$ cat src/hdl/hbridge_pkg.sv
/*
 * shared widths, switch bundle and adc sample structs,
 * start-up state encoding and dead-time select type
 */
package hbridge_pkg;

   // --------------------------------------------------
   // widths and constants
   // --------------------------------------------------
   localparam int ADC_W   = 14;    // tank adc sample width
   localparam int DAC_MID = 8191;  // mid-scale of the monitor dac
   localparam int CNT_W   = 8;     // start-up and dead-time counters

   // one adc channel after the front end
   typedef struct packed {
      logic signed [ADC_W-1:0] data;  // polarity corrected, saturated
      logic        [ADC_W-1:0] dac;   // offset binary, for the dac copy
   } adc_sample_t;

   // four mosfet drives
   // leg 1 = q1 (high) / q3 (low), leg 2 = q2 (high) / q4 (low)
   typedef struct packed {
      logic q4;
      logic q3;
      logic q2;
      logic q1;
   } bridge_t;

   // --------------------------------------------------
   // start-up sequence
   // --------------------------------------------------
   typedef enum logic [1:0] {
      ST_IDLE  = 2'd0,  // drives off
      ST_BOOT  = 2'd1,  // low sides on, bootstrap charge
      ST_FORCE = 2'd2,  // q1 + q4, sigma=1
      ST_RUN   = 2'd3   // external control law in charge
   } su_state_t;

   // index into DT0..DT3
   typedef logic [1:0] dt_sel_t;

endpackage

$ cat src/hdl/adc_frontend.sv
/*
 * tank adc channel capture: polarity inversion,
 * over-range saturation and offset-binary dac monitor code
 */
`timescale 1ns/1ns

module adc_frontend (
   input  logic                                 ADA_DCO,
   input  logic                                 i_rst_n,
   input  logic signed [hbridge_pkg::ADC_W-1:0] i_data,   // raw two's complement
   input  logic                                 i_or,     // over-range from the adc
   output hbridge_pkg::adc_sample_t             o_sample
);

   localparam int W = hbridge_pkg::ADC_W;

   localparam logic [W-1:0] POS_MAX = {1'b0, {(W-1){1'b1}}};  // 0x1fff
   localparam logic [W-1:0] NEG_MAX = {1'b1, {(W-1){1'b0}}};  // 0x2000
   localparam logic [W-1:0] DAC_OFS = W'(hbridge_pkg::DAC_MID);

   logic signed [W-1:0] neg_data;   // board inverts the sense
   logic signed [W-1:0] sat_data;
   logic        [W-1:0] dac_code;

   // --------------------------------------------------
   // combinational conversion
   // --------------------------------------------------
   assign neg_data = -i_data;

   always_comb begin
      if (i_or) begin
         // clipped sample, push to the rail of the true sign
         if (i_data == NEG_MAX) begin
            sat_data = POS_MAX;      // -full scale inverts to +full scale
         end else begin
            sat_data = NEG_MAX;
         end
      end else begin
         sat_data = neg_data;
      end
   end

   // dac copy ignores over-range, wraps mod 2^W
   assign dac_code = neg_data + DAC_OFS;

   // one register stage, valid one cycle after the input
   always_ff @(posedge ADA_DCO or negedge i_rst_n) begin
      if (!i_rst_n) begin
         o_sample <= '0;
      end else begin
         o_sample.data <= sat_data;
         o_sample.dac  <= dac_code;
      end
   end

endmodule

$ cat src/hdl/bridge_gate.sv
/*
 * gate pattern by start-up state, shoot-through guard,
 * enable gating and the registered mosfet drives
 */
`timescale 1ns/1ns

module bridge_gate (
   input  logic                   ADA_DCO,
   input  logic                   i_rst_n,
   input  logic                   i_enable,
   input  hbridge_pkg::su_state_t i_state,
   input  hbridge_pkg::bridge_t   i_cmd_dt,   // dead-time corrected command
   output hbridge_pkg::bridge_t   o_q
);

   hbridge_pkg::bridge_t pat;      // pattern for the current state
   hbridge_pkg::bridge_t run_pat;  // guarded run pattern
   logic                 short_leg;

   // both switches of a leg on, never pass that
   assign short_leg = (i_cmd_dt.q1 && i_cmd_dt.q3) || (i_cmd_dt.q2 && i_cmd_dt.q4);
   assign run_pat   = short_leg ? '0 : i_cmd_dt;

   always_comb begin
      pat = '0;                            // IDLE, all off
      case (i_state)
         hbridge_pkg::ST_BOOT: begin
            pat.q3 = 1'b1;                 // low sides charge bootstrap caps
            pat.q4 = 1'b1;
         end
         hbridge_pkg::ST_FORCE: begin
            pat.q1 = 1'b1;                 // sigma=1
            pat.q4 = 1'b1;
         end
         hbridge_pkg::ST_RUN: begin
            pat = run_pat;
         end
         default: begin
            pat = '0;
         end
      endcase
   end

   // --------------------------------------------------
   // output register
   // --------------------------------------------------
   always_ff @(posedge ADA_DCO or negedge i_rst_n) begin
      if (!i_rst_n) begin
         o_q <= '0;
      end else begin
         o_q <= pat & {4{i_enable}};   // enable low kills all drives
      end
   end

   // no leg ever shorted at the pins, whatever the state and command
   a_no_shoot_through : assert property (@(posedge ADA_DCO) disable iff (!i_rst_n)
      !(o_q.q1 && o_q.q3) && !(o_q.q2 && o_q.q4))
      else $error("shoot-through on the bridge outputs");

endmodule

$ cat src/hdl/dead_time.sv
/*
 * dead-time insertion on four switch commands,
 * delayed turn-on from four selectable values, immediate turn-off
 */
`timescale 1ns/1ns

module dead_time #(
   parameter int DT0 = 10,
   parameter int DT1 = 20,
   parameter int DT2 = 40,
   parameter int DT3 = 60
) (
   input  logic                 ADA_DCO,
   input  logic                 i_rst_n,
   input  hbridge_pkg::bridge_t i_cmd,     // from the control law
   input  hbridge_pkg::dt_sel_t i_dt_sel,
   output hbridge_pkg::bridge_t o_cmd_dt
);

   localparam int CW = hbridge_pkg::CNT_W;

   logic [CW-1:0] dt_load;   // selected dead time in cycles
   logic [3:0]    cmd_v;
   logic [3:0]    out_v;

   // --------------------------------------------------
   // dead time select
   // --------------------------------------------------
   always_comb begin
      case (i_dt_sel)
         2'd0:    dt_load = CW'(DT0);
         2'd1:    dt_load = CW'(DT1);
         2'd2:    dt_load = CW'(DT2);
         default: dt_load = CW'(DT3);
      endcase
   end

   assign cmd_v = i_cmd;

   // --------------------------------------------------
   // one down-counter per switch
   // --------------------------------------------------
   for (genvar i = 0; i < 4; i++) begin : g_sw
      logic [CW-1:0] cnt;
      logic          drv;

      always_ff @(posedge ADA_DCO or negedge i_rst_n) begin
         if (!i_rst_n) begin
            cnt <= '0;          // empty after reset
            drv <= 1'b0;
         end else if (!cmd_v[i]) begin
            cnt <= dt_load;     // reload while off
            drv <= 1'b0;        // turn-off is immediate
         end else begin
            if (cnt != '0) begin
               cnt <= cnt - 1'b1;
            end
            // dead time elapsed on this edge or earlier
            drv <= (cnt <= CW'(1));
         end
      end

      assign out_v[i] = drv;
   end

   assign o_cmd_dt = out_v;

endmodule

$ cat src/hdl/hbridge_top.sv
/*
 * h-bridge power-stage front end: adc capture,
 * start-up sequence, dead time and gate drive
 */
`timescale 1ns/1ns

module hbridge_top #(
   parameter int BOOT_CYCLES  = 10,   // bootstrap charge length
   parameter int FORCE_CYCLES = 6,    // sigma=1 length
   parameter int DT0          = 10,   // dead times in clock cycles
   parameter int DT1          = 20,
   parameter int DT2          = 40,
   parameter int DT3          = 60
) (
   input  logic                                 ADA_DCO,
   input  logic                                 i_rst_n,
   // tank adcs
   input  logic signed [hbridge_pkg::ADC_W-1:0] i_ada_data,   // tank voltage
   input  logic signed [hbridge_pkg::ADC_W-1:0] i_adb_data,   // tank current
   input  logic                                 i_ada_or,
   input  logic                                 i_adb_or,
   // control
   input  logic                                 i_enable,
   input  hbridge_pkg::bridge_t                 i_cmd,        // external control law
   input  hbridge_pkg::dt_sel_t                 i_dt_sel,
   // outputs
   output hbridge_pkg::adc_sample_t             o_adc_a,
   output hbridge_pkg::adc_sample_t             o_adc_b,
   output hbridge_pkg::bridge_t                 o_q           // mosfet drives
);

   logic                   tmr_clr;
   logic                   tmr_en;
   logic                   boot_done;
   logic                   force_done;
   hbridge_pkg::su_state_t su_state;
   hbridge_pkg::bridge_t   cmd_dt;

   // --------------------------------------------------
   // adc channels
   // --------------------------------------------------
   adc_frontend adc_a_inst (
      .ADA_DCO  (ADA_DCO),
      .i_rst_n  (i_rst_n),
      .i_data   (i_ada_data),
      .i_or     (i_ada_or),
      .o_sample (o_adc_a)
   );

   adc_frontend adc_b_inst (
      .ADA_DCO  (ADA_DCO),
      .i_rst_n  (i_rst_n),
      .i_data   (i_adb_data),
      .i_or     (i_adb_or),
      .o_sample (o_adc_b)
   );

   // --------------------------------------------------
   // start-up
   // --------------------------------------------------
   startup_timer #(
      .BOOT_CYCLES  (BOOT_CYCLES),
      .FORCE_CYCLES (FORCE_CYCLES)
   ) startup_timer_inst (
      .ADA_DCO      (ADA_DCO),
      .i_rst_n      (i_rst_n),
      .i_clr        (tmr_clr),
      .i_en         (tmr_en),
      .o_boot_done  (boot_done),
      .o_force_done (force_done)
   );

   startup_fsm startup_fsm_inst (
      .ADA_DCO      (ADA_DCO),
      .i_rst_n      (i_rst_n),
      .i_enable     (i_enable),
      .i_boot_done  (boot_done),
      .i_force_done (force_done),
      .o_tmr_clr    (tmr_clr),
      .o_tmr_en     (tmr_en),
      .o_state      (su_state)
   );

   // --------------------------------------------------
   // gate path
   // --------------------------------------------------
   dead_time #(
      .DT0 (DT0),
      .DT1 (DT1),
      .DT2 (DT2),
      .DT3 (DT3)
   ) dead_time_inst (
      .ADA_DCO  (ADA_DCO),
      .i_rst_n  (i_rst_n),
      .i_cmd    (i_cmd),
      .i_dt_sel (i_dt_sel),
      .o_cmd_dt (cmd_dt)
   );

   bridge_gate bridge_gate_inst (
      .ADA_DCO  (ADA_DCO),
      .i_rst_n  (i_rst_n),
      .i_enable (i_enable),
      .i_state  (su_state),
      .i_cmd_dt (cmd_dt),
      .o_q      (o_q)
   );

endmodule

$ cat src/hdl/startup_fsm.sv
/*
 * start-up sequencer IDLE -> BOOT -> FORCE -> RUN,
 * steers the start-up timer and selects the gate mode
 */
`timescale 1ns/1ns

module startup_fsm (
   input  logic                   ADA_DCO,
   input  logic                   i_rst_n,
   input  logic                   i_enable,      // converter on/off level
   input  logic                   i_boot_done,
   input  logic                   i_force_done,
   output logic                   o_tmr_clr,
   output logic                   o_tmr_en,
   output hbridge_pkg::su_state_t o_state
);

   hbridge_pkg::su_state_t state;
   hbridge_pkg::su_state_t state_nxt;

   // --------------------------------------------------
   // next state
   // --------------------------------------------------
   always_comb begin
      state_nxt = state;
      case (state)
         hbridge_pkg::ST_IDLE: begin
            if (i_enable) state_nxt = hbridge_pkg::ST_BOOT;
         end
         hbridge_pkg::ST_BOOT: begin
            if (i_boot_done) state_nxt = hbridge_pkg::ST_FORCE;
         end
         hbridge_pkg::ST_FORCE: begin
            if (i_force_done) state_nxt = hbridge_pkg::ST_RUN;
         end
         hbridge_pkg::ST_RUN: begin
            state_nxt = hbridge_pkg::ST_RUN;  // stays until enable drops
         end
         default: begin
            state_nxt = hbridge_pkg::ST_IDLE;
         end
      endcase
      if (!i_enable) begin
         state_nxt = hbridge_pkg::ST_IDLE;   // from any state
      end
   end

   always_ff @(posedge ADA_DCO or negedge i_rst_n) begin
      if (!i_rst_n) begin
         state <= hbridge_pkg::ST_IDLE;
      end else begin
         state <= state_nxt;
      end
   end

   // timer held at zero while disabled
   // the IDLE cycle that sees enable already counts as the first boot cycle
   assign o_tmr_clr = !i_enable;
   assign o_tmr_en  = i_enable && (state != hbridge_pkg::ST_RUN);

   assign o_state = state;

   // run mode only after the forced sigma=1 phase
   a_run_from_force : assert property (@(posedge ADA_DCO) disable iff (!i_rst_n)
      (state == hbridge_pkg::ST_RUN && $past(state) != hbridge_pkg::ST_RUN)
      |-> $past(state) == hbridge_pkg::ST_FORCE)
      else $error("RUN entered without FORCE");

endmodule

$ cat src/hdl/startup_timer.sv
/*
 * start-up cycle counter with boot and force phase-end flags
 */
`timescale 1ns/1ns

module startup_timer #(
   parameter int BOOT_CYCLES  = 10,
   parameter int FORCE_CYCLES = 6
) (
   input  logic ADA_DCO,
   input  logic i_rst_n,
   input  logic i_clr,          // wins over i_en
   input  logic i_en,
   output logic o_boot_done,
   output logic o_force_done
);

   localparam int CW = hbridge_pkg::CNT_W;
   localparam logic [CW-1:0] BOOT_END  = CW'(BOOT_CYCLES);
   localparam logic [CW-1:0] FORCE_END = CW'(BOOT_CYCLES + FORCE_CYCLES);

   logic [CW-1:0] cnt;

   always_ff @(posedge ADA_DCO or negedge i_rst_n) begin
      if (!i_rst_n) begin
         cnt <= '0;
      end else if (i_clr) begin
         cnt <= '0;
      end else if (i_en && cnt != FORCE_END) begin
         cnt <= cnt + 1'b1;          // stops at the end of force
      end
   end

   assign o_boot_done  = (cnt >= BOOT_END);   // levels from the count register
   assign o_force_done = (cnt >= FORCE_END);

   // boot phase already over on the cycle before force ends
   a_force_after_boot : assert property (@(posedge ADA_DCO) disable iff (!i_rst_n)
      $rose(o_force_done) |-> $past(o_boot_done))
      else $error("force_done rose while boot_done low");

endmodule

$ cat config.mk
export PLATFORM = sky130hd
export DESIGN_NAME = hbridge_top
export DESIGN_NICKNAME = d
export VERILOG_FILES = /design/src/hdl/hbridge_pkg.sv /design/src/hdl/adc_frontend.sv /design/src/hdl/bridge_gate.sv /design/src/hdl/dead_time.sv /design/src/hdl/hbridge_top.sv /design/src/hdl/startup_fsm.sv /design/src/hdl/startup_timer.sv
export SDC_FILE = /design/constraint.sdc
export NUM_CORES = 1
export LEC_CHECK = 0
export BUFFER_PORTS_ARGS = -buffer_cell sky130_fd_sc_hd__clkbuf_2
export CORE_MARGIN = 1
export CORE_UTILIZATION = 45
export CTS_CLUSTER_DIAMETER = 60
export DETAILED_ROUTE_END_ITERATION = 10
export GPL_TIMING_DRIVEN = 0
export PLACE_DENSITY_LB_ADDON = 0.25
export SYNTH_ARGS = -nofsm -noshare
export SYNTH_HDL_FRONTEND = slang
export SYNTH_SLANG_ARGS = --single-unit
$ cat constraint.sdc
create_clock -name ADA_DCO -period 2.7 [get_ports ADA_DCO]
set_input_delay 0.54 -clock ADA_DCO [delete_from_list [all_inputs] [get_ports ADA_DCO]]
set_output_delay 0.54 -clock ADA_DCO [all_outputs]
set_load 0.01 [all_outputs]
== Word level (Yosys, flattened, before mapping) ==
Index checks and enable logic that the tools add are counted.

* Register bits: 106
* Output and inout bits: 60
* Logic and storage cells: 91

* Add/subtract/negate cells: 9
* Magnitude comparators: 6
* Equality and inequality tests: 16
* Multiplexer cells: 28
* Bitwise gates (word level): 1
* Reductions and logical operators: 13

{| class="wikitable"
|+ Operators with widths
! cell !! number
|-
| 8-bit 2-to-1 mux || 10
|-
| 14-bit 2-to-1 mux || 4
|-
| 8-bit by 1-bit less-or-equal comparator with 1-bit output, second input constant || 4
|-
| 8-bit nonzero test || 4
|-
| 8-bit by 1-bit subtractor with 8-bit output, second input constant || 4
|-
| 14-bit by 13-bit adder with 14-bit output, second input constant || 2
|-
| 14-bit equality test, second input constant || 2
|-
| 14-bit negator || 2
|-
| 6-bit case mux with 3 select lines || 1
|-
| 2-bit by 1-bit != test with 1-bit output, second input constant || 5
|-
| 8-bit by 1-bit adder with 8-bit output, second input constant || 1
|-
| 8-bit by 4-bit greater-or-equal comparator with 1-bit output, second input constant || 1
|-
| 8-bit by 5-bit greater-or-equal comparator with 1-bit output, second input constant || 1
|-
| 8-bit by 5-bit != test with 1-bit output, second input constant || 1
|-
| 2-bit case mux with 4 select lines || 1
|-
| 2-bit equality test, second input constant || 3
|-
| 2-bit 2-to-1 mux || 3
|-
| 3-bit != test, second input constant || 2
|-
| 1-bit case mux with 2 select lines || 3
|-
| 1-bit 2-to-1 mux || 5
|-
| 4-bit AND || 1
|-
| 2-bit by 1-bit equality test with 1-bit output, second input constant || 2
|-
| 1-bit logical AND || 4
|-
| 2-bit logical NOT || 2
|-
| other kinds (5) || 5
|}

== Depth between registers and ports, before layout ==
Gate-level depths: netlist of the first run.

* Depth in word-level cells: 5
* Depth in mapped cells: 10
* Gate-level depth less buffers: 8

== By module ==
From an unflattened synthesis of the first run, not the netlist that was laid out.

* Cell total of the unflattened synthesis: 604
* Area, all modules: 5985.7 µm²

{| class="wikitable"
|+ Modules (own cells, without submodules)
! module !! times used !! cells each !! area an instance (µm²) !! seq. area each (µm²)
|-
| adc_frontend || 2 || 144 || 1539.0 || 700.7
|-
| dead_time || 1 || 235 || 2108.3 || 900.9
|-
| startup_timer || 1 || 50 || 464.2 || 200.2
|-
| bridge_gate || 1 || 23 || 252.7 || 100.1
|-
| startup_fsm || 1 || 8 || 82.6 || 50.0
|}

== Worst setup path after synthesis of the first run ==
OpenSTA, ideal clock, no wires.

* Path type: input port to flip-flop
* From: in i_ada_data[0] (netlist name)
* To: reg adc_a_inst.o_sample[12] (netlist name)
* Arrival: 2555 ps
* Slack: 66 ps
* Stages on the path: 10
* Buffers on the path: 2
* Cell sequence: clkbuf_2 > inv_1 > ha_1 > buf_4 > or3b_2 > nor4b_1 > o221ai_1 > a211o_1 > nor2_1 > xor2_1

* Cells in the longest elaborated chain, start to end: 2

{| class="wikitable"
|+ RTL lines
! element !! RTL line !! RTL
|-
| start, declared || hbridge_top.sv:18 || <nowiki>input logic signed [hbridge_pkg::ADC_W-1:0] i_ada_data,</nowiki>
|-
| 14-bit negator || adc_frontend.sv:28 || <nowiki>assign neg_data = -i_data;</nowiki>
|-
| 14-bit by 13-bit adder with 14-bit output || adc_frontend.sv:44 || <nowiki>assign dac_code = neg_data + DAC_OFS;</nowiki>
|-
| named net adc_a_inst.dac_code[12] || adc_frontend.sv:23 || <nowiki>logic [W-1:0] dac_code;</nowiki>
|-
| end, declared || adc_frontend.sv:12 || <nowiki>output hbridge_pkg::adc_sample_t o_sample</nowiki>
|}

The timed path passes the listed nets, and every way through them passes these cells.
A chain may end at the register's enable or synchronous reset.

== Worst setup path after layout of the first run ==
* From: in i_ada_data[0] (netlist name)
* To: reg adc_a_inst.o_sample[10] (netlist name)

The elaborated chain is that of the path after synthesis.

==> metrics.md, run 1 <==
| Metric | Value |
|---|---|
| Worst-margin pin slew | 817 ps |
| Die ar. | 13100 sq um |
| Gate power share | 21.1% |
| Portion of the clock cycle consumed by the worst path in the final layout | 91.9% |
| Post-CTS Hold Fix Bufs | 0 |
| Synthesized instance count | 585 |
| Hold/Removal Path Class | in2async |
| Data required, critical path | 2970 ps |
| Drc violations | 0 |
| Critical Path Fanout Max | 13 |
| Total length of routed wires | 12.2 mm |
| Post-synthesis cell area | 5700 sq um |
| Library cell occupying the most area in the post-synthesis netlist | sky130_fd_sc_hd__dfrtp_1 |
| Layout cells sized above 1 | 19.6% |
| Share of synthesized area occupied by flip-flops and latches | 46.6% |
| Fmax | 403 MHz |
| Starting density of the core | 46.8% |
| Max-slew violation count | 0 |
| Antenna violations before repair | 0 |
| Critical Path End | adc_a_inst.o_sample[10] |
| Root Driver | sky130_fd_sc_hd__clkbuf_16 |
| Worst reg2reg path depth | 6 |
| Number of inserted filler cells in the final layout | 1126 |
| Max-Cap Viols | 0 |
| Result of the run | completed |
| Reg-to-reg critical path endpoint | dead_time_inst.g_sw[2].cnt[6] |
| IO Count | 99 |
| Startpoint of the most critical register-to-register path | dead_time_inst.g_sw[2].cnt[0] |
| RSZ-0062 raised after global routing | false |
| Total number of H-tree levels | 3 |
| Final instance area | 6640 sq um |
| Post-synthesis to final-layout area growth | 16.6% |
| Number of nets in the final layout | 743 |
| Count of final hold-check violations | 0 |
| Number of distinct standard cells referenced by the synthesized netlist | 61 |
| CTS clock-pin slew for the worst setup and hold paths | 70 ps |
| Share of total power in the clock network | 30.8% |
| CP endpoint kind | register |
| Start-to-end type of the worst setup path | in2reg |
| Post-synth top flop | sky130_fd_sc_hd__dfrtp_1 |
| Overflow left after global routing | 0 |
| Async SR Flop Fraction | 100% |
| Wire length of the first global-routing pass | 20.6 mm |
| DRT Pass-1 Iters | 4 |
| Horizontal extent of the die | 115 um |
| Yosys warnings | 0 |
| Reg-to-reg setup timing slack | 450 ps |
| Arr. time, crit path | 2750 ps |
| Switching part of the total | 30.0% |
| Post-Syn Nets | 642 |
| Area of the core | 12200 sq um |
| Total of flip-flops plus latches after synthesis | 106 |
| Routed length per placed instance | 14.2 um |
| Diodes inserted | 0 |
| Buffer depth of the longest clock path | 2 |
| Post-Syn Area per Cell | 9.74 sq um |
| Launching element type of the critical path | input port |
| Placed Area | 6360 sq um |
| Power per standard cell area | 583 nW/um^2 |
| Power consumption | 3.87 mW |
| Seq pwr share | 48.1% |
| Clk sinks | 106 |
| Post-placement worst setup slack | -367 ps |
| Remaining number of nets flagged by the antenna check after routing | 0 |
| Final setup skew | 4.84 ps |
| Pin count of the biggest net entering global routing | 107 |
| HPWL reported at the end of detailed placement | 8.89 mm |
| Area contributors post-synth | sky130_fd_sc_hd__dfrtp_1, sky130_fd_sc_hd__xnor2_1, sky130_fd_sc_hd__xor2_1 |
| Vias in the first global route | 4358 |
| Count of endpoints failing setup in the final report | 0 |
| Count of input and output buffers | 90 |
| First element of the critical path | i_ada_data[0] |
| Leakage Power | 2.96 nW |
| Share of the synthesized area in the top cell type | 46.6% |
| Via Count | 4503 |
| Min cycle time layout | 2480 ps |
| RePlAce Congestion | 0.832 |
| Total global routing track utilization | 19.9% |
| VDD IR-drop max | 0.000336 V |
| Number of synthesized flops with an enable pin | 0 |
| 1st-iter DRT viols | 230 |
| Via density per instance | 5.25 |
| Final setup margin | 219 ps |
| Switching power total | 1.16 mW |
| Placement Rows | 40 |
| Chip Height | 115 um |
| Int Pwr | 2.71 mW |
| Clock latency of the later-clocked register in the worst-skew pair | 350 ps |
| CTS tree | built |
| Max transition margin | 45.5% |
| Clock buffer count from CTS | 9 |
## worst min path at each step
stage | cells past startpoint | to
global route | 1 | dead_time_inst.g_sw[1].cnt[7]
floorplan | 0 | adc_a_inst.o_sample[0]
global placement | 1 | bridge_gate_inst.o_q[1]
finish | 1 | dead_time_inst.g_sw[1].cnt[7]
CTS | 1 | dead_time_inst.g_sw[1].cnt[7]
detailed placement | 1 | bridge_gate_inst.o_q[1]
## timing repair
action / CTS / global route
resized for setup: 0 / 3
buffers inserted: 0 / 1
setup endpoints to repair: 0 / 3
## registers in the layout (all words and copies together), names as in the netlist
| signal | count |
|---|---|
| dead_time_inst.g_sw.drv | 4 |
| dead_time_inst.g_sw.cnt | 32 |
| adc_b_inst.o_sample | 28 |
| bridge_gate_inst.o_q | 4 |
| startup_timer_inst.cnt | 8 |
| adc_a_inst.o_sample | 28 |
| startup_fsm_inst.o_state | 2 |
## layout by cell type (no fill, tap or decap), types with 8 or more instances in the layout
cell,count
sky130_fd_sc_hd__o211ai_1,9
sky130_fd_sc_hd__inv_1,25
sky130_fd_sc_hd__clkbuf_16,9
sky130_fd_sc_hd__and2_1,13
sky130_fd_sc_hd__nor3_1,26
sky130_fd_sc_hd__a21oi_1,26
sky130_fd_sc_hd__o21ai_0,52
sky130_fd_sc_hd__ha_1,18
sky130_fd_sc_hd__mux2i_1,8
sky130_fd_sc_hd__nand3_1,22
sky130_fd_sc_hd__dfrtp_1,106
sky130_fd_sc_hd__xor2_1,34
sky130_fd_sc_hd__clkbuf_1,16
sky130_fd_sc_hd__or3_1,9
sky130_fd_sc_hd__nor2b_1,8
sky130_fd_sc_hd__clkbuf_2,89
sky130_fd_sc_hd__xnor2_1,37
sky130_fd_sc_hd__nand2_1,45
sky130_fd_sc_hd__nor2_1,45
## cells by family after synthesis
family,after synthesis,share of synthesized area [%]
multiplexers,9,1.60
AND/OR/NAND/NOR,218,20.7
flip-flops,106,46.6
AO/OA/AOI/OAI,113,12.4
XOR/XNOR,71,10.9
adder cells (fa/ha/maj),18,3.95
buffers and inverters,50,3.84
## per-layer routing
metal	part of all wire [%]	routed length [um]	global-route usage, %
met1	45	5520	25.6
met2	49	5960	33.2
met3	4.7	576	4.45
met4	1.3	162	6.84
met5	0	0	0
## worst max-delay path: stages
cell                       delay, ps
sky130_fd_sc_hd__clkbuf_2        200
sky130_fd_sc_hd__inv_2           120
sky130_fd_sc_hd__ha_1            140
sky130_fd_sc_hd__buf_4           180
sky130_fd_sc_hd__or3b_2          520
sky130_fd_sc_hd__nor4b_2         280
sky130_fd_sc_hd__o221ai_2        190
sky130_fd_sc_hd__a211o_1         300
sky130_fd_sc_hd__nor2_1          150
sky130_fd_sc_hd__xnor2_1         130
## Yosys cell counts, drive strengths merged, types with 5 or more instances
cell and number:
o211ai 9, dfrtp 106, or3 10, mux2i 8, o21ai 52, nand2b 7, nor2 45, buf 9
inv 26, xor2 34, nand2 45, nand3 22, nand4b 5, nor3 26, clkbuf 15, nor2b 8
and2 13, a21oi 27, ha 18, or4 6, xnor2 37, a21boi 5, and3 7
## power by group through the flow
stage	registers (mW)	clock network, mW	logic, mW
global route	1.89	1.29	0.926
detailed placement	1.89	0	0.817
CTS	1.86	1.24	0.823
floorplan	1.91	0	0.517
global placement	1.88	0	0.787
finish	1.86	1.19	0.817
## area by class of cell
| type | count | area (sq um) | area share, % |
|---|---|---|---|
| buffer | 23 | 116 | 1.75 |
| inverter | 26 | 97.6 | 1.47 |
| multi-input combinational | 429 | 2840 | 42.7 |
| tap | 168 | 210 | 3.16 |
| timing repair buffer | 91 | 467 | 7.03 |
| sequential | 106 | 2650 | 39.9 |
| clock inverter | 4 | 30.0 | 0.452 |
| clock buffer | 11 | 233 | 3.50 |
## stage by stage
step	hold WS, ps	util (%)	instances	TNS (ps)
after global routing	356	54.6	858	0
after detailed placement	499	52.3	843	-1230
final	262	54.6	858	0
after floorplan	244	-	585	0
after global placement	495	52.3	843	-35940
after CTS	336	54.5	858	0
Note: power is estimated with default switching activity, not from simulation.
==> inputs of run 2 (changes only) <==
Settings changed: SYNTH_HIERARCHICAL set to 1.
==> run 2 against run 1 <==
Register-to-register slack gained 330 ps. Setup slack lost 65 ps. Sequential power shrank 3%. Sequential share of layout area shrank 2.0 points. Critical endpoint is now adc_b_inst/o_sample[11].
==> metrics.md, run 2 <==
| Metric | Value |
|---|---|
| Clk sinks | 106 (unchanged) |
| VDD IR-drop max | 0.000248 V (-26%) |
| Via density per instance | 5.57 (+6.2%) |
| Synthesized instance count | 604 (+3.2%) |
| Antenna violations before repair | 0 (unchanged) |
| Reg-to-reg critical path endpoint | startup_timer_inst/cnt[7] |
| Final instance area | 6990 sq um (+5.2%) |
| Startpoint of the most critical register-to-register path | startup_fsm_inst/o_state[1] |
| Clock latency of the later-clocked register in the worst-skew pair | 340 ps (about the same) |
| Drc violations | 0 (unchanged) |
| Count of endpoints failing setup in the final report | 0 (unchanged) |
| Starting density of the core | 46.9% (about the same) |
| Metal2 WL | 6.39 mm (+7.1%) |
| Worst-margin pin slew | 817 ps (-0.0791 ps) |
| First element of the critical path | i_adb_data[0] |
| Diodes inserted | 0 (unchanged) |
| CTS clock-pin slew for the worst setup and hold paths | 60 ps (about the same) |
| Final sum of negative setup slack | 0 ps (unchanged) |
| Leading cell types by count after synthesis | sky130_fd_sc_hd__dfrtp_1, sky130_fd_sc_hd__o21ai_0, sky130_fd_sc_hd__nor2_1, sky130_fd_sc_hd__xnor2_1, sky130_fd_sc_hd__inv_1 |
| Max-slew violation count | 0 (unchanged) |
| RePlAce Congestion | 0.878 (+5.5%) |
| Kind of cell adding the most delay to the critical path | buffers and inverters |
| Critical-path cell with the highest stage delay | sky130_fd_sc_hd__or3b_1 |
| Routed length per placed instance | 14.7 um (+3.0%) |
| Placement Rows | 41 (+2.5%) |
| Worst reg2reg path depth | 4 (-2) |
| Fmax | 393 MHz (-2.6%) |
| Horizontal extent of the die | 117 um (+2.5%) |
| Min cycle time layout | 2550 ps (+64.9 ps) |
| Start-to-end type of the worst setup path | in2reg |
| Share of the synthesized area in the top cell type | 44.3% (-2.3 points) |
| Chip Height | 117 um (+2.5%) |
| Post-CTS Hold Fix Bufs | 0 (unchanged) |
| Launching element type of the critical path | input port |
| Register with the most flip-flops | dead_time_inst/g_sw.cnt |
| Placed cell count | 863 (+2.4%) |
| Final hold slack | 268 ps (+5.25 ps) |
| Final Non-Filler Cells | 881 (+2.7%) |
| Routed metal-1 wire length | 5.84 mm (+5.8%) |
| Reg-to-reg setup timing slack | 780 ps (+330 ps) |
| Total of flip-flops plus latches after synthesis | 106 (unchanged) |
| Max FFs per register | 32 (unchanged) |
| Worst path bufs/invs | 5 (+2) |
| Leading cell type in the layout, fill and taps excluded | sky130_fd_sc_hd__dfrtp_1 |
| Layout cells sized above 1 | 23.4% (+3.8 points) |
| Number of synthesized flops with an enable pin | 0 (unchanged) |
| Async SR Flop Fraction | 100% (unchanged) |
| Share of synthesized area occupied by flip-flops and latches | 44.3% (-2.3 points) |
| RSZ-0062 raised after global routing | false |
| IO Count | 99 (unchanged) |
| Vias in the first global route | 4876 (+12%) |
| Hold/Removal Path Class | in2async |
| CP endpoint kind | register |
| Post-synth top flop | sky130_fd_sc_hd__dfrtp_1 |
| Number of nets in the final layout | 759 (+2.2%) |
| Total length of routed wires | 12.9 mm (+5.8%) |
| Remaining number of nets flagged by the antenna check after routing | 0 (unchanged) |
| HPWL reported at the end of detailed placement | 9.39 mm (+5.6%) |
| Area contributors post-synth | sky130_fd_sc_hd__dfrtp_1, sky130_fd_sc_hd__xnor2_1, sky130_fd_sc_hd__o21ai_0 |
| Placed Area | 6650 sq um (+4.4%) |
| Critical-path cell list | buf_2, inv_1, ha_1, buf_4, or3b_1, buf_2, nor4b_2, o211ai_1, buf_4, a2111oi_2, xnor2_1 |
| Detailed-routed wire length on met3 | 492 um (-15%) |
| CTS tree | built |
| Max transition margin | 45.5% (about the same) |
| Max-Cap Viols | 0 (unchanged) |
| Total number of H-tree levels | 3 (unchanged) |
| 1st-iter DRT viols | 329 (+43%) |
| Data required, critical path | 2960 ps (about the same) |
| Final setup skew | 5.43 ps (+0.587 ps) |
| Most used cells in the layout excluding fill and tap cells | sky130_fd_sc_hd__dfrtp_1, sky130_fd_sc_hd__clkbuf_2, sky130_fd_sc_hd__o21ai_0 |
| Pin count of the biggest net entering global routing | 107 (unchanged) |
| Result of the run | completed |
| Post-synthesis cell area | 5990 sq um (+5.1%) |
| Number of distinct standard cells referenced by the synthesized netlist | 64 (+4.9%) |
| Power per standard cell area | 546 nW/um^2 (-6.4%) |
| Area of the core | 12800 sq um (+5.0%) |
| Root Driver | sky130_fd_sc_hd__clkbuf_16 |
| Critical Path Fanout Max | 9 (-4) |
| Arr. time, crit path | 2810 ps (+60 ps) |
| Largest stage delay, worst path | 340 ps (-180 ps) |
| Overflow left after global routing | 0 (unchanged) |
| Clock buffer count from CTS | 9 (unchanged) |
| Count of input and output buffers | 87 (-3.3%) |
| Count of final hold-check violations | 0 (unchanged) |
| Wire length of the first global-routing pass | 22.1 mm (+7.4%) |
| DRT Pass-1 Iters | 4 (unchanged) |
| Yosys warnings | 6 (+6) |
| Uppermost routed layer | met4 |
| Most common cell in the netlist | sky130_fd_sc_hd__dfrtp_1 |
| Post-Syn Nets | 659 (+2.6%) |
| Largest registers in the final layout | dead_time_inst/g_sw.cnt (32), adc_a_inst/o_sample (28), adc_b_inst/o_sample (28) |
| Portion of the clock cycle consumed by the worst path in the final layout | 94.3% (+2.4 points) |
| Leakage Power | 2.95 nW (-0.46%) |
| Die ar. | 13800 sq um (+5.0%) |
| Via Count | 4909 (+9.0%) |
| Buffer depth of the longest clock path | 2 (unchanged) |
| Post-Syn Area per Cell | 9.91 sq um (+1.8%) |
| Library cell occupying the most area in the post-synthesis netlist | sky130_fd_sc_hd__dfrtp_1 |
| Post-synthesis to final-layout area growth | 16.7% (about the same) |
| Total global routing track utilization | 19.5% (-0.40 points) |
-- run 2: cell families (layout without fill, tap and decap cells) --
| kind of cell | after synthesis | count (layout) | synth area share [%] |
|---|---|---|---|
| multiplexers | 4 | 4 | 0.794 |
| adder cells (fa/ha/maj) | 16 | 16 | 3.34 |
| buffers and inverters | 70 | 175 | 5.85 |
| XOR/XNOR | 51 | 51 | 7.46 |
| flip-flops | 106 | 106 | 44.3 |
| AND/OR/NAND/NOR | 211 | 211 | 21.7 |
| AO/OA/AOI/OAI | 146 | 146 | 16.5 |
-- run 2: timing repair --
action	in CTS	in global routing
gates resized for setup	0	1
setup endpoints to repair	0	4
setup buffers	0	2
-- run 2: worst reg2reg max path, stage by stage, from the launching register on --
cell and delay [ps]:
sky130_fd_sc_hd__dfrtp_1 440, sky130_fd_sc_hd__a21oi_1 390, sky130_fd_sc_hd__nand4_1 290, sky130_fd_sc_hd__or4b_1 560, sky130_fd_sc_hd__a21oi_1 170
-- run 2: power by group --
part           switching, mW  total [mW]  internal [mW]
registers              0.102        1.80           1.70
clock network          0.549        1.38          0.834
logic                  0.367       0.628          0.262
-- run 2: how the worst max path moves through the flow --
stage	endpoint	slack [ps]	cells past startpoint
final	adc_b_inst/o_sample[11]	150	11
after global routing	adc_a_inst/o_sample[12]	20	11
after CTS	adc_b_inst/o_sample[13]	200	10
after detailed placement	adc_b_inst/o_sample[11]	-170	10
after global placement	adc_a_inst/o_sample[2]	-300	1
after floorplan	adc_a_inst/o_sample[11]	120	10
-- run 2: area by class of cell --
class / instances / area (sq um)
Buffer: 38 / 230
Tap cell: 172 / 215
Sequential cell: 106 / 2650
Inverter: 32 / 120
Multi-Input combinational cell: 428 / 2990
Timing Repair Buffer: 89 / 459
Fill cell: 1140 / 5790
Clock buffer: 11 / 243
Clock inverter: 5 / 77.6
-- run 2: per-stage QoR --
stage          setup slack, ps  power [mW]  util [%]
2_1_floorplan              121        2.22         -
3_3_place_gp              -301        2.43      52.0
3_5_place_dp              -166        2.46      52.0
4_1_cts                    199        3.85      54.5
5_1_grt                   21.8        4.01      54.7
6_report                   154        3.81      54.7
-- run 2: routing by layer --
metal	GRT usage, %	up-vias
met5	0	-
met4	8.20	0
met3	3.65	14
met2	32.7	112
met1	24.7	2391
li1	-	2392
==> inputs of run 3 (changes only) <==
Settings changed: BUFFER_PORTS_ARGS -buffer_cell sky130_fd_sc_hd__clkbuf_2 to not set, DONT_BUFFER_PORTS set to 1.
==> run 3 against run 2 <==
The run now ends with hold timing left. Register-to-register slack hardly changed. Wire length about the same. Cell count decreased by 10%. Maximum frequency grew 0.24%. Sequential cell count unchanged. Clock-buffer cell count shrank 1. Core utilization down 3.8 points. Via count is 6.8% lower. Combinational power fell by 25%. Critical path depth fell by 1. Clock power decreased by 5%. Hold slack got worse by 390 ps. Largest cell class unchanged. Largest power group unchanged.
==> metrics.md, run 3 (synthesis results as in run 2) <==
| Metric | Value |
|---|---|
| Max-Cap Viols | 0 (unchanged) |
| Worst-margin pin slew | 853 ps (+35.2 ps) |
| DRT Pass-1 Iters | 5 (+1) |
| Most used cells in the layout excluding fill and tap cells | sky130_fd_sc_hd__dfrtp_1, sky130_fd_sc_hd__o21ai_0, sky130_fd_sc_hd__xnor2_1, sky130_fd_sc_hd__nor2_1, sky130_fd_sc_hd__inv_1 |
| VDD IR-drop max | 0.000309 V (+24%) |
| Register with the most flip-flops | dead_time_inst/g_sw.cnt |
| Max transition margin | 42.6% (-3.0 points) |
| Horizontal extent of the die | 117 um (unchanged) |
| Fraction of the core area covered by cells at the end of the flow | 50.9% (-3.8 points) |
| Buffer depth of the longest clock path | 2 (unchanged) |
| Diodes inserted | 0 (unchanged) |
| Placement Rows | 41 (unchanged) |
| IO Count | 99 (unchanged) |
| Starting density of the core | 46.9% (unchanged) |
| Share of total power in the clock network | 36.1% (-0.2 points) |
| Switching power total | 0.972 mW (-4.5%) |
| Drc violations | 0 (unchanged) |
| Uppermost routed layer | met4 |
| Layout cells sized above 1 | 12.3% (-11 points) |
| Total number of H-tree levels | 3 (unchanged) |
| Routed length per placed instance | 16.3 um (+11%) |
| Clock latency of the later-clocked register in the worst-skew pair | 350 ps (about the same) |
| Failing checks | hold timing |
| Result of the run | finished, violations left |
| Die ar. | 13800 sq um (unchanged) |
| CTS tree | built |
| Post-synthesis to final-layout area growth | 8.72% |
| CTS clock-pin slew for the worst setup and hold paths | 70 ps (about the same) |
| Via Count | 4574 (-6.8%) |
| Critical Path Fanout Max | 9 (unchanged) |
| Vias in the first global route | 4598 (-5.7%) |
| Data required, critical path | 2970 ps (about the same) |
| Pin count of the biggest net entering global routing | 107 (unchanged) |
| Hold/Removal Path Class | in2async |
| Largest registers in the final layout | dead_time_inst/g_sw.cnt (32), adc_a_inst/o_sample (28), adc_b_inst/o_sample (28) |
| Area of the core | 12800 sq um (unchanged) |
| Seq pwr share | 50.9% (+3.7 points) |
| Power per standard cell area | 556 nW/um^2 (+1.9%) |
| Remaining number of nets flagged by the antenna check after routing | 0 (unchanged) |
| Int Pwr | 2.64 mW (-5.4%) |
| Number of nets in the final layout | 670 (-12%) |
| Number of buffers added for setup after CTS | 0 (unchanged) |
| Arr. time, crit path | 2810 ps (about the same) |
| Via density per instance | 5.78 (+3.8%) |
| Max-slew violation count | 0 (unchanged) |
| RePlAce Congestion | 0.894 (+1.8%) |
| Metal2 WL | 6.33 mm (-0.91%) |
| Clock buffer count from CTS | 9 (unchanged) |
| Final hold slack | -122 ps (-390 ps) |
| Start-to-end type of the worst setup path | in2reg |
| Count of endpoints failing setup in the final report | 0 (unchanged) |
| Routed metal-1 wire length | 5.61 mm (-3.8%) |
| Total global routing track utilization | 19.8% (+0.30 points) |
| Switching part of the total | 26.9% (+0.17 points) |
| Count of input and output buffers | 0 (-100%) |
| Post-placement worst setup slack | -214 ps (-47.8 ps) |
| Max FFs per register | 32 (unchanged) |
| Gate power share | 13.0% (-3.5 points) |
| Final sum of negative setup slack | 0 ps (unchanged) |
| RSZ-0062 raised after global routing | true |
| Clk sinks | 106 (unchanged) |
| Chip Height | 117 um (unchanged) |
| Fmax | 394 MHz (+0.24%) |
| Leakage Power | 2.55 nW (-13%) |
| Detailed-routed wire length on met3 | 716 um (+46%) |
| CP endpoint kind | register |
| Count of final hold-check violations | 106 (+106) |
| Launching element type of the critical path | input port |
| HPWL reported at the end of detailed placement | 9.07 mm (-3.4%) |
| Antenna violations before repair | 0 (unchanged) |
| Total length of routed wires | 12.9 mm (about the same) |
| Wire length of the first global-routing pass | 21.9 mm (-1.0%) |
| 1st-iter DRT viols | 240 (-27%) |
| Leading cell type in the layout, fill and taps excluded | sky130_fd_sc_hd__dfrtp_1 |
| Final setup margin | 160 ps (+6.12 ps) |
| Overflow left after global routing | 0 (unchanged) |
| Portion of the clock cycle consumed by the worst path in the final layout | 94.1% (-0.23 points) |
| Final setup skew | 7.31 ps (+1.88 ps) |
| Min cycle time layout | 2540 ps (-6.11 ps) |
| Root Driver | sky130_fd_sc_hd__clkbuf_16 |
[run 3: cell count changes in the layout (fill, tap and decap cells not counted), sizes merged]
| cell | change |
|---|---|
| clkbuf | -88 |
| bufinv | -1 |
| buf | -2 |
| clkinvlp | +1 |
[run 3: stage by stage]
stage / hold slack, ps / total power [mW] / cells / cell area, sq um
6_report: -122 / 3.62 / 791 / 6510
5_1_grt: -140 / 3.79 / 791 / 6510
4_1_cts: -139 / 3.65 / 791 / 6490
3_5_place_dp: 247 / 2.33 / 776 / 6200
3_3_place_gp: 248 / 2.31 / 776 / 6200
2_1_floorplan: 244 / 2.22 / 604 / 5990
[run 3: path summary, 6_finish.rpt]
path | start | to | slack, ps | cells after the start
setup / recovery | i_ada_data[0] | adc_a_inst/o_sample[12] | 160 | 10
hold / removal | i_rst_n | dead_time_inst/g_sw[1].cnt[6] | -120 | 0
setup reg to reg | startup_fsm_inst/o_state[1] | startup_timer_inst/cnt[7] | 780 | 4
hold reg to reg | dead_time_inst/g_sw[2].cnt[3] | dead_time_inst/g_sw[2].drv | 550 | 1
max in group asynchronous | i_rst_n | adc_b_inst/o_sample[10] | 2650 | 0
min in group ADA_DCO | i_adb_data[2] | adc_b_inst/o_sample[2] | 270 | 1
[run 3: what timing repair did]
action                     CTS  global route
setup endpoints to repair    0             1
resized for setup            0             1
hold endpoints to repair   106           106
[run 3: layout make-up]
type,instances,area [sq um]
Clock inverter,5,55.1
Inverter,32,120
Tap cell,172,215
Sequential cell,106,2650
Multi-Input combinational cell,428,3000
Clock buffer,10,239
Fill cell,1189,6270
Buffer,38,230
[run 3: critical path, stage by stage]
cell	delay, ps
sky130_fd_sc_hd__buf_2	150
sky130_fd_sc_hd__inv_1	110
sky130_fd_sc_hd__ha_1	150
sky130_fd_sc_hd__buf_4	140
sky130_fd_sc_hd__or3b_1	340
sky130_fd_sc_hd__buf_2	190
sky130_fd_sc_hd__nor4b_1	300
sky130_fd_sc_hd__o211ai_1	300
sky130_fd_sc_hd__a2111oi_2	420
sky130_fd_sc_hd__xnor2_1	170
[run 3: power by group through the flow]
stage	registers [mW]	clock network (mW)	logic, mW
floorplan	1.84	0	0.382
global placement	1.86	0	0.446
detailed placement	1.87	0	0.465
CTS	1.84	1.34	0.467
global route	1.85	1.41	0.528
finish	1.84	1.31	0.469
[run 3: routing by layer]
| layer | vias to the layer above | GRT usage [%] |
|---|---|---|
| li1 | 2212 | - |
| met5 | - | 0 |
| met1 | 2213 | 24.5 |
| met2 | 134 | 32.6 |
| met3 | 15 | 4.33 |
| met4 | 0 | 9.98 |
